<file path="src/verilog/mini_core_macros.svh">
`ifndef MINI_CORE_MACROS_SVH
`define MINI_CORE_MACROS_SVH

`define MC_XLEN      32
`define MC_REG_NUM   32
`define MC_RESET_PC  32'h0000_0000

`define MC_OPCODE_W  6
`define MC_FUNCT_W   11
`define MC_IMM_W     16

// major opcodes, bits 31:26
`define MC_OP_RTYPE  6'h00
`define MC_OP_ADDI   6'h0a
`define MC_OP_ORI    6'h0e
`define MC_OP_B      6'h14
`define MC_OP_BEQ    6'h16
`define MC_OP_BNE    6'h17

// r-type function field, bits 10:0
`define MC_FN_ADD    11'h020
`define MC_FN_SUB    11'h022
`define MC_FN_AND    11'h024
`define MC_FN_OR     11'h025
`define MC_FN_XOR    11'h026

`endif
</file>
<file path="src/verilog/mini_core_pkg.sv">
`include "mini_core_macros.svh"

package mini_core_pkg;

    typedef logic [`MC_XLEN-1:0] word_t;
    typedef logic [$clog2(`MC_REG_NUM)-1:0] reg_idx_t;

    typedef struct packed {
        logic [`MC_OPCODE_W-1:0] opcode;
        reg_idx_t                rd;
        reg_idx_t                rj;
        reg_idx_t                rk;
        logic [`MC_FUNCT_W-1:0]  funct;
    } r_fmt_t;

    typedef struct packed {
        logic [`MC_OPCODE_W-1:0] opcode;
        reg_idx_t                rd;
        reg_idx_t                rj;
        logic [`MC_IMM_W-1:0]    imm;
    } i_fmt_t;

    // same word, two field layouts
    typedef union packed {
        r_fmt_t r;
        i_fmt_t i;
    } inst_t;

    typedef enum logic [3:0] {
        op_nop, op_add, op_sub, op_and, op_or, op_xor, op_beq, op_bne, op_b
    } alu_op_e;

    typedef struct packed {
        logic  valid;
        word_t pc;
        inst_t inst;
    } fetch_decode_pass_t;

    typedef struct packed {
        logic     valid;
        word_t    pc;
        alu_op_e  alu_op;
        reg_idx_t rd;
        logic     reg_we;
        word_t    src_a;
        word_t    src_b;
        word_t    br_offset; // in words, sign extended
    } decode_execute_pass_t;

    typedef struct packed {
        logic     we;
        reg_idx_t idx;
        word_t    data;
    } fwd_t;

    typedef struct packed {
        logic  valid;
        word_t target;
    } redirect_t;

    typedef struct packed {
        logic     valid;
        word_t    pc;
        logic     we;
        reg_idx_t idx;
        word_t    data;
    } retire_t;

endpackage

</file>
<file path="src/verilog/mini_core_top.sv">
`timescale 1ns/1ps

module mini_core_top import mini_core_pkg::*; (
    input  logic    clk,
    input  logic    arst_n,
    output logic    imem_req,
    output word_t   imem_addr,
    input  logic    imem_busy,
    input  word_t   imem_data,
    input  logic    imem_valid,
    output retire_t debug_wb
);

    fetch_decode_pass_t   pass_if;
    decode_execute_pass_t pass_id;
    fwd_t                 fwd;
    redirect_t            redirect;

    reg_idx_t rj;
    reg_idx_t rk;
    word_t    rj_data;
    word_t    rk_data;
    logic     reg_we;
    reg_idx_t reg_idx;
    word_t    reg_data;

    fetch u_fetch (
        .clk, .arst_n,
        .imem_req,
        .imem_addr,
        .imem_busy,
        .imem_data,
        .imem_valid,
        .redirect,
        .pass_out (pass_if)
    );

    reg_file u_reg_file (
        .clk, .arst_n,
        .rj,
        .rk,
        .rj_data,
        .rk_data,
        .we      (reg_we),
        .rd      (reg_idx),
        .rd_data (reg_data)
    );

    decode u_decode (
        .clk, .arst_n,
        .pass_in  (pass_if),
        .rj,
        .rk,
        .rj_data,
        .rk_data,
        .fwd,
        .redirect,
        .pass_out (pass_id)
    );

    execute u_execute (
        .clk, .arst_n,
        .pass_in  (pass_id),
        .fwd,
        .redirect,
        .reg_we,
        .reg_idx,
        .reg_data,
        .retire   (debug_wb)
    );

endmodule

</file>
<file path="src/verilog/execute.sv">
`timescale 1ns/1ps

module execute import mini_core_pkg::*; (
    input  logic                 clk,
    input  logic                 arst_n,
    input  decode_execute_pass_t pass_in,
    output fwd_t                 fwd,
    output redirect_t            redirect,
    output logic                 reg_we,
    output reg_idx_t             reg_idx,
    output word_t                reg_data,
    output retire_t              retire
);

    word_t   a;
    word_t   b;
    word_t   result;
    logic    taken;
    retire_t retire_d;

    assign a = pass_in.src_a;
    assign b = pass_in.src_b;

    always_comb begin
        result = '0;
        taken  = 1'b0;
        case (pass_in.alu_op)
            op_add: result = a + b;
            op_sub: result = a - b;
            op_and: result = a & b;
            op_or:  result = a | b;
            op_xor: result = a ^ b;
            op_beq: taken = (a == b);
            op_bne: taken = (a != b);
            op_b:   taken = 1'b1;
            default: result = '0; // illegal, retires without a write
        endcase
    end

    assign redirect.valid  = pass_in.valid && taken;
    assign redirect.target = pass_in.pc + 4 + (pass_in.br_offset << 2);

    assign retire_d.valid = pass_in.valid;
    assign retire_d.pc    = pass_in.pc;
    assign retire_d.we    = pass_in.valid && pass_in.reg_we;
    assign retire_d.idx   = pass_in.rd;
    assign retire_d.data  = result;

    // write port and forward path see the record before it is registered
    assign reg_we   = retire_d.we;
    assign reg_idx  = retire_d.idx;
    assign reg_data = retire_d.data;
    assign fwd.we   = retire_d.we;
    assign fwd.idx  = retire_d.idx;
    assign fwd.data = retire_d.data;

    always_ff @(posedge clk or negedge arst_n) begin
        if (!arst_n) begin
            retire <= '0;
        end else begin
            retire <= retire_d;
        end
    end

    // a taken branch also empties the slot behind it
    a_redirect_src: assert property (@(posedge clk) disable iff (!arst_n)
        redirect.valid |->
            (pass_in.valid && pass_in.alu_op inside {op_beq, op_bne, op_b}) ##1 !pass_in.valid);

endmodule

</file>
<file path="src/verilog/decode.sv">
`include "mini_core_macros.svh"
`timescale 1ns/1ps

module decode import mini_core_pkg::*; (
    input  logic                 clk,
    input  logic                 arst_n,
    input  fetch_decode_pass_t   pass_in,
    output reg_idx_t             rj,
    output reg_idx_t             rk,
    input  word_t                rj_data,
    input  word_t                rk_data,
    input  fwd_t                 fwd,
    input  redirect_t            redirect,
    output decode_execute_pass_t pass_out
);

    inst_t                inst;
    alu_op_e              alu_op;
    reg_idx_t             rd;
    logic                 reg_we;
    logic                 use_imm;
    word_t                imm_ext;
    word_t                rj_val;
    word_t                rk_val;
    decode_execute_pass_t pass_d;

    assign inst = pass_in.inst;

    always_comb begin
        alu_op  = op_nop;
        rd      = inst.r.rd;
        rj      = inst.r.rj;
        rk      = inst.r.rk;
        reg_we  = 1'b0;
        use_imm = 1'b0;
        imm_ext = {{(`MC_XLEN-`MC_IMM_W){inst.i.imm[`MC_IMM_W-1]}}, inst.i.imm};
        case (inst.r.opcode)
            `MC_OP_RTYPE: begin
                reg_we = 1'b1;
                case (inst.r.funct)
                    `MC_FN_ADD: alu_op = op_add;
                    `MC_FN_SUB: alu_op = op_sub;
                    `MC_FN_AND: alu_op = op_and;
                    `MC_FN_OR:  alu_op = op_or;
                    `MC_FN_XOR: alu_op = op_xor;
                    default:    reg_we = 1'b0;
                endcase
            end
            `MC_OP_ADDI, `MC_OP_ORI: begin
                rd      = inst.i.rd;
                rj      = inst.i.rj;
                reg_we  = 1'b1;
                use_imm = 1'b1;
                if (inst.i.opcode == `MC_OP_ORI) begin
                    alu_op  = op_or;
                    imm_ext = {{(`MC_XLEN-`MC_IMM_W){1'b0}}, inst.i.imm}; // ori zero extends
                end else begin
                    alu_op = op_add;
                end
            end
            `MC_OP_BEQ, `MC_OP_BNE: begin
                rj     = inst.i.rj;
                rk     = inst.i.rd; // compare rd against rj
                alu_op = (inst.i.opcode == `MC_OP_BEQ) ? op_beq : op_bne;
            end
            `MC_OP_B:  alu_op = op_b;
        endcase
    end

    // execute result lands in the regfile at the next edge, take it now
    assign rj_val = (fwd.we && fwd.idx == rj && rj != '0) ? fwd.data : rj_data;
    assign rk_val = (fwd.we && fwd.idx == rk && rk != '0) ? fwd.data : rk_data;

    assign pass_d.valid     = pass_in.valid;
    assign pass_d.pc        = pass_in.pc;
    assign pass_d.alu_op    = alu_op;
    assign pass_d.rd        = rd;
    assign pass_d.reg_we    = reg_we;
    assign pass_d.src_a     = rj_val;
    assign pass_d.src_b     = use_imm ? imm_ext : rk_val;
    assign pass_d.br_offset = imm_ext;

    always_ff @(posedge clk or negedge arst_n) begin
        if (!arst_n) begin
            pass_out <= '0;
        end else if (redirect.valid) begin
            pass_out <= '0; // squash the wrong-path slot
        end else begin
            pass_out <= pass_d;
        end
    end

    // every opcode and funct of the isa
    a_legal_not_nop: assert property (@(posedge clk) disable iff (!arst_n)
        pass_in.valid && !redirect.valid &&
            (inst.r.opcode inside {`MC_OP_ADDI, `MC_OP_ORI, `MC_OP_BEQ, `MC_OP_BNE, `MC_OP_B} ||
             (inst.r.opcode == `MC_OP_RTYPE &&
              inst.r.funct inside {`MC_FN_ADD, `MC_FN_SUB, `MC_FN_AND, `MC_FN_OR, `MC_FN_XOR}))
        |=> pass_out.valid && pass_out.alu_op != op_nop);

endmodule

</file>
<file path="src/verilog/fetch.sv">
`include "mini_core_macros.svh"
`timescale 1ns/1ps

module fetch import mini_core_pkg::*; (
    input  logic               clk,
    input  logic               arst_n,
    output logic               imem_req,
    output word_t              imem_addr,
    input  logic               imem_busy,
    input  word_t              imem_data,
    input  logic               imem_valid,
    input  redirect_t          redirect,
    output fetch_decode_pass_t pass_out
);

    word_t pc;      // address of the outstanding or next request
    logic  run;
    logic  pending;
    logic  drop;    // outstanding word belongs to a squashed path

    assign imem_req  = run && !pending && !imem_busy && !redirect.valid;
    assign imem_addr = pc;

    assign pass_out.valid = imem_valid && pending && !drop && !redirect.valid;
    assign pass_out.pc    = pc;
    assign pass_out.inst  = inst_t'(imem_data);

    always_ff @(posedge clk or negedge arst_n) begin
        if (!arst_n) begin
            run     <= 1'b0;
            pending <= 1'b0;
            drop    <= 1'b0;
            pc      <= `MC_RESET_PC;
        end else begin
            run <= 1'b1;
            if (imem_req) begin
                pending <= 1'b1;
            end else if (imem_valid) begin
                pending <= 1'b0;
            end

            if (redirect.valid) begin
                pc   <= redirect.target;
                drop <= pending && !imem_valid; // word still on its way
            end else if (imem_valid) begin
                drop <= 1'b0;
                if (!drop) begin
                    pc <= pc + `MC_XLEN'(4);
                end
            end
        end
    end

    // one outstanding request at a time
    a_single_outstanding: assert property (@(posedge clk) disable iff (!arst_n)
        imem_req |=> !imem_req until imem_valid);

    a_no_stray_valid: assert property (@(posedge clk) disable iff (!arst_n)
        imem_valid |-> pending);

endmodule

</file>
<file path="src/verilog/reg_file.sv">
`include "mini_core_macros.svh"
`timescale 1ns/1ps

module reg_file import mini_core_pkg::*; (
    input  logic     clk,
    input  logic     arst_n,
    input  reg_idx_t rj,
    input  reg_idx_t rk,
    output word_t    rj_data,
    output word_t    rk_data,
    input  logic     we,
    input  reg_idx_t rd,
    input  word_t    rd_data
);

    word_t regs [1:`MC_REG_NUM-1]; // no storage for r0

    always_ff @(posedge clk or negedge arst_n) begin
        if (!arst_n) begin
            for (int i = 1; i < `MC_REG_NUM; i++) begin
                regs[i] <= '0;
            end
        end else if (we && rd != '0) begin
            regs[rd] <= rd_data;
        end
    end

    assign rj_data = (rj == '0) ? '0 : regs[rj];
    assign rk_data = (rk == '0) ? '0 : regs[rk];

    a_wr_idx_known: assert property (@(posedge clk) disable iff (!arst_n)
        we |-> !$isunknown(rd));

endmodule

</file>
<file path="config.mk">
export PLATFORM = sky130hd
export DESIGN_NAME = mini_core_top
export DESIGN_NICKNAME = d
export VERILOG_FILES = /design/src/verilog/mini_core_pkg.sv /design/src/verilog/mini_core_top.sv /design/src/verilog/execute.sv /design/src/verilog/decode.sv /design/src/verilog/fetch.sv /design/src/verilog/reg_file.sv
export VERILOG_INCLUDE_DIRS = /design/src /design/src/verilog
export SDC_FILE = /design/constraint.sdc
export NUM_CORES = 2
export LEC_CHECK = 0
export ABC_AREA = 1
export BUFFER_PORTS_ARGS = -buffer_cell sky130_fd_sc_hd__buf_2
export CAP_MARGIN = 15
export CORE_ASPECT_RATIO = 0.9
export CORE_UTILIZATION = 41
export CTS_CLUSTER_DIAMETER = 150
export DETAILED_ROUTE_END_ITERATION = 16
export PLACE_DENSITY = 0.56
export SKIP_LAST_GASP = 1
export SYNTH_ARGS = -nofsm -noshare
export SYNTH_HDL_FRONTEND = slang
export SYNTH_SLANG_ARGS = --single-unit
export TNS_END_PERCENT = 30
</file>
<file path="constraint.sdc">
create_clock -name clk -period 3.3 [get_ports clk]
set_input_delay 0.495 -clock clk [delete_from_list [all_inputs] [get_ports clk]]
set_output_delay 0.495 -clock clk [all_outputs]
set_load 0.005 [all_outputs]
</file>
# [Word level (Yosys, flattened, before mapping)]
# Index checks and enable logic that the tools add are counted.
[word_totals] ff_bits=1235 latchBits=0 mem_bits_rw=0 rom_bits=0 inputBits=36 out_inout_bits=104 wordCells=151 memories=0
[op_classes] add_sub_neg=5 mul=0 div_mod_pow=0 n_lt_le_gt_ge=4 eq_ne=23 shift=0 muxes=33 n_bitwise=6 n_reduce_logical=32
[ops] op="$bwmux W992" count=1
[ops] op="$mux W32" count=15
[ops] op="$bmux W32 S5" count=2
[ops] op="$demux W32 S5" count=1
[ops] op="$pmux W32 S5" count=1
[ops] op="$mux W139" count=1
[ops] op="$add A32 B3 Y32 const B" count=2
[ops] op="$add A32 B32 Y32" count=2
[ops] op="$eq A11 B6 Y1 const B" count=5
[ops] op="$and A32 B32 Y32" count=1
[ops] op="$eq A32 B32 Y1" count=1
[ops] op="$ne A32 B32 Y1" count=1
[ops] op="$or A32 B32 Y32" count=1
[ops] op="$sub A32 B32 Y32" count=1
[ops] op="$xor A32 B32 Y32" count=1
[ops] op="$eq A6 B5 Y1 const B" count=3
[ops] op="$ge A6 B6 Y1 const B" count=3
[ops] op="$not A5 Y6" count=3
[ops] op="$eq A4 B3 Y1 const B" count=4
[ops] op="$pmux W4 S4" count=1
[ops] op="$logic_and A1 B1 Y1" count=15
[ops] op="$pmux W3 S5" count=1
[ops] op="$reduce_bool A5 Y1" count=3
[ops] op="$eq A6 B4 Y1 const B" count=2
[ops] op="other kinds (18)" count=32

# [Longest topological paths before layout]
[logic_depth] ltp_word=11 depth_mapped=21 mapped_depth_nobuf=20

# [By module]
# A second synthesis with hierarchy kept.
[hier_totals] cells_unflattened=11449 hier_area_um2=75545.0
[modules_own_cells] module="reg_file" instances=1 cells_each=8626 area_per_inst_um2=56650.6 seq_area_each_um2=24823.8
[modules_own_cells] module="execute" instances=1 cells_each=1728 area_per_inst_um2=10530.1 seq_area_each_um2=1776.7
[modules_own_cells] module="decode" instances=1 cells_each=681 area_per_inst_um2=5555.3 seq_area_each_um2=3103.0
[modules_own_cells] module="fetch" instances=1 cells_each=414 area_per_inst_um2=2808.9 seq_area_each_um2=875.8

# [Worst setup path after synthesis]
# OpenSTA, ideal clock, no wires.
[synth_timing] path_kind="register to output" start="register u_decode.pass_out[53] (netlist name)" end="output imem_req" arrival_ps=2038 required_time_ps=2805 path_slack_ps=767 stages_incl_launch_ff=14 n_path_buf=3 cell_sequence="dfrtp_1 -> inv_1 -> ha_1 -> buf_2 -> nor2_1 -> nand2_1 -> nor2_1 -> nand4_1 -> o211ai_1 -> nand2_1 -> buf_4 -> buf_2 -> nand2_1 -> inv_1"
[synth_between] elab_chain_len=5 elab_cells_between_ends=6 cone_classes="2 x eq/ne; 1 x mux; 3 x reduce/logical"
[synth_rtl] item="start: declaration" line_no="decode.sv:14" text="output decode_execute_pass_t pass_out"
[synth_rtl] item="start signal: assignment" line_no="decode.sv:89" text="pass_out <= pass_d;"
[synth_rtl] item="$ne A32 B32 Y1 / $eq A32 B32 Y1 (equally long branches)" line_no="execute.sv:34, execute.sv:33"
[synth_rtl] item="$pmux W1 S3 (*)" line_no="execute.sv:27" text="case (pass_in.alu_op)"
[synth_rtl] item="$logic_and A1 B1 Y1 (*)" line_no="execute.sv:40" text="assign redirect.valid = pass_in.valid && taken;"
[synth_rtl] item="$logic_not A1 Y1 (*)" line_no="fetch.sv:21" text="assign imem_req = run && !pending && !imem_busy && !redirect.valid;"
[synth_rtl] item="$logic_and A1 B1 Y1 (*)" line_no="fetch.sv:21"
[synth_rtl] item="end: declaration" line_no="mini_core_top.sv:6" text="output logic imem_req,"
# Every way passes the cells marked *; elsewhere a longest branch is shown, timed or not.

# [Worst setup path in the final report]
[layout_timing] start="register u_decode.pass_out[38] (netlist name)" end="output imem_req"
# Same word-level chain as after synthesis.

==> flow_summary_export.csv <==
group,metric,value,unit
power,p_per_area,473,nW/um^2
routing,drtIter0Drc,10900,
sta,setup_tns,-344,ps
synthesis,synth_fa_ha_area_frac,0.0288,
worst_hold_path,hold_depth,3,
sta,finalClockSkew,42.1,ps
finish,syn2layout_area_growth,16.4,%
finish,n_fill_cell,17200,
sta,hold_violations,0,
synthesis,post_synth_xor_area_fraction,0.00595,
global_routing,antenna_found_initial,5,
worst_setup_path,cp_max_fo,2,
synthesis,synth_top_family_by_area,"simple AND/OR/NAND/NOR gates",
power,p_leak,37.4,nW
power,ir_drop,523,uV
finish,finalNonFillerCells,12500,
placement,place_ws,-228,ps
synthesis,yosysUniqueCellTypes,56,
placement,numPortBuffers,139,
sta,hold_slack,20.1,ps
synthesis,synth_area_per_cell,7.24,um^2
synthesis,synthCells,9965,
clock_tree,cts_made_buffers,143,
worst_hold_path,worst_hold_path_type,"in -> reg",
power,swShare,0.324,
worst_hold_path,hp-start,"imem_data[22]",
synthesis,synth.ff_latch_count,1222,
worst_setup_path,worstSetupStartpointType,"flip-flop",
power,p_comb_frac,0.209,
clock_tree,ctsLongestPathBuffers,3,
global_routing,grt_pass1_wl,482000,um
die,start_util,0.414,
routing,ant_nets,0,
worst_hold_path,hold_end,"u_decode.pass_out[98]",
synthesis,yosys_most_used_dff,"dfrtp_1",
placement,gp_congestion,1.01,
worst_setup_path,timing.rr.start,"u_decode.pass_out[33]",
clock_tree,root_buffer,"clkbuf_16",
sta,setup_viol,1,
power,pwr-share-clk,0.396,
placement,dp_cells,12200,
clock_tree,cts_tree,"built",
finish,drive_gt1_frac,0.116,
clock_tree,cts_max_level,4,
worst_setup_path,cp_data_required_time,2800,ps
clock_tree,numClockSinks,1222,
routing,via_per_inst,5.97,
sta,setup_slack,-344,ps
sta,relSlewSlack,0.152,
global_routing,grt_pass1_vias,69600,
finish,final_nets,10300,
run_status,status,"complete, but fails checks",
synthesis,synth_edf_count,0,
worst_setup_path,rrSetupSlack,60,ps
synthesis,mappedNetlistArea,72100,um^2
worst_setup_path,critPathKind,"reg -> out",
job,drv_cap,0,
sta,final_max_slew_viol_count,0,
synthesis,yosys.area_share.simple,0.255,
synthesis,ys_async_sr_fraction,1.00,
sta,worst_pin_slew,1270,ps
die,num_rows,145,
worst_setup_path,r2r_cells,15,
global_routing,track_usage,0.368,
die,io_pins,140,
worst_setup_path,crit_arrival,3150,ps
die,die_height,400,um
synthesis,yosysMostFrequentCell,"nand2_1",
sta,rsz0062_at_grt,"yes",
power,share_seq_of_total_power,0.395,
routing,wl,334000,um
die,die-width,444,um
clock_tree,insertion_delay,830,ps
synthesis,netlist_top_cells_count,"2809 x nand2_1, 1244 x o21ai_0, 1222 x dfrtp_1",
global_routing,grt_max_degree,105,
global_routing,grt-ovfl-total,0,
worst_setup_path,r2r_end,"u_reg_file.regs[92]",
clock_tree,clk_pin_slew,60,ps
sta,fmax,274,MHz
routing,drt-wirelength-per-cell,26.7,um
power,internal_power,26.8,mW
synthesis,ys_seq_area_frac,0.424,
synthesis,yosysTopAreaCell,"dfrtp_1",
die,core,174000,um^2
synthesis,yosysWarningCount,0,
routing,vias,74600,
synthesis,synthMuxAreaShare,0.00186,
sta,period_share,1.10,
routing,drc,0,
synthesis,synth_compound_area_frac,0.183,
routing,firstDrtPassIters,7,
die,die-area,178000,um^2
power,p_switching,12.9,mW
synthesis,netlist_top_cells_area,"dfrtp_1 42%, nand2_1 15%, o21ai_0 8.6%",
worst_setup_path,cp-end-kind,"output pin",
synthesis,synth_nets,10200,
run_status,violations,"setup timing",
placement,place_hpwl,213000,um
sta,fin_crit,3640,ps
synthesis,yosysTopAreaCellShare,0.424,
## kinds of logic after synthesis
family	count (synthesis)
simple gates	4442
compound gates	2297
buf+inv	1778
flops	1222
fa+ha+maj	164
xor+xnor	49
mux	12
other cells	1
## critical path, cell delays in order (launching register included)
cell      delay (ps)
dfrtp_1          400
inv_1            130
ha_4             240
nor2_4           130
nand2_2           80
nor4_4           200
buf_4            170
nand4_1          190
buf_4            220
o211ai_1         250
nand2_4          100
nand2_4           90
inv_2             40
buf_6            100
## sequential cells by signal (all words and copies together) (netlist names)
register / cells
u_decode.pass_out: 124
u_fetch.drop: 1
u_fetch.pending: 1
u_fetch.imem_addr: 32
u_execute.retire: 71
u_fetch.run: 1
u_reg_file.regs: 992
## power groups by stage
stage | Sequential [mW] | Clock [mW] | Combinational [mW]
finish | 15.7 | 15.7 | 8.30
global route | 15.7 | 16.4 | 8.85
CTS | 15.7 | 15.9 | 7.91
detailed placement | 15.9 | 0 | 7.78
global placement | 15.9 | 0 | 7.79
floorplan | 15.8 | 0 | 4.11
## cell usage in the layout (no fill, tap or decap), drive strengths merged, types with 161 or more instances in the layout
cell type     n
o21ai      1296
clkbuf      205
nand2      2816
inv        1022
nor2        369
o211ai      248
ha          161
dfrtp      1222
buf         738
a21oi       469
nand3      1160
## metrics by stage
step | util | power [mW] | area, um^2
2_1_floorplan | - | 19.9 | 72100
3_3_place_gp | 0.452 | 23.7 | 78700
3_5_place_dp | 0.452 | 23.7 | 78700
4_1_cts | 0.479 | 39.5 | 83500
5_1_grt | 0.482 | 40.9 | 84000
6_report | 0.482 | 39.7 | 84000
## layout make-up
class / count / area [um^2] / share of cell area
multi-input cells: 6965 / 35000 / 0.417
flip-flops and latches: 1222 / 30600 / 0.364
repair buffers: 754 / 7190 / 0.0856
clock buffers: 205 / 4040 / 0.0482
inverters: 1018 / 3860 / 0.0460
well taps: 2278 / 2850 / 0.0339
clock inverters: 48 / 434 / 0.00517
diodes: 3 / 7.51 / 0.0000894
## layer usage
layer / share of wire / GRT usage / vias up
li1: - / - / 33200
met1: 0.41 / 0.503 / 35700
met2: 0.41 / 0.538 / 4783
met3: 0.12 / 0.0865 / 956
met4: 0.063 / 0.199 / 0
met5: 0 / 0 / -
## what timing repair did
| action | in CTS | in global routing |
|---|---|---|
| gates resized for setup | 23 | 85 |
| hold buffers | 16 | 0 |
| pin swaps | 8 | 11 |
| endpoints found under the hold margin | 66 | 0 |
| setup endpoints to repair | 84 | 414 |
| setup buffers | 12 | 15 |
## worst max-delay path by stage
stage	start	end	slack [ps]	cells past startpoint
floorplan	u_decode.pass_out[53]	imem_req	770	13
global placement	imem_data[28]	u_decode.pass_out[61]	-200	16
detailed placement	imem_data[28]	u_decode.pass_out[61]	-230	16
CTS	u_decode.pass_out[71]	imem_req	-480	13
global route	u_decode.pass_out[93]	imem_req	-390	14
finish	u_decode.pass_out[38]	imem_req	-340	13
Power figures use the tool's default switching activity.
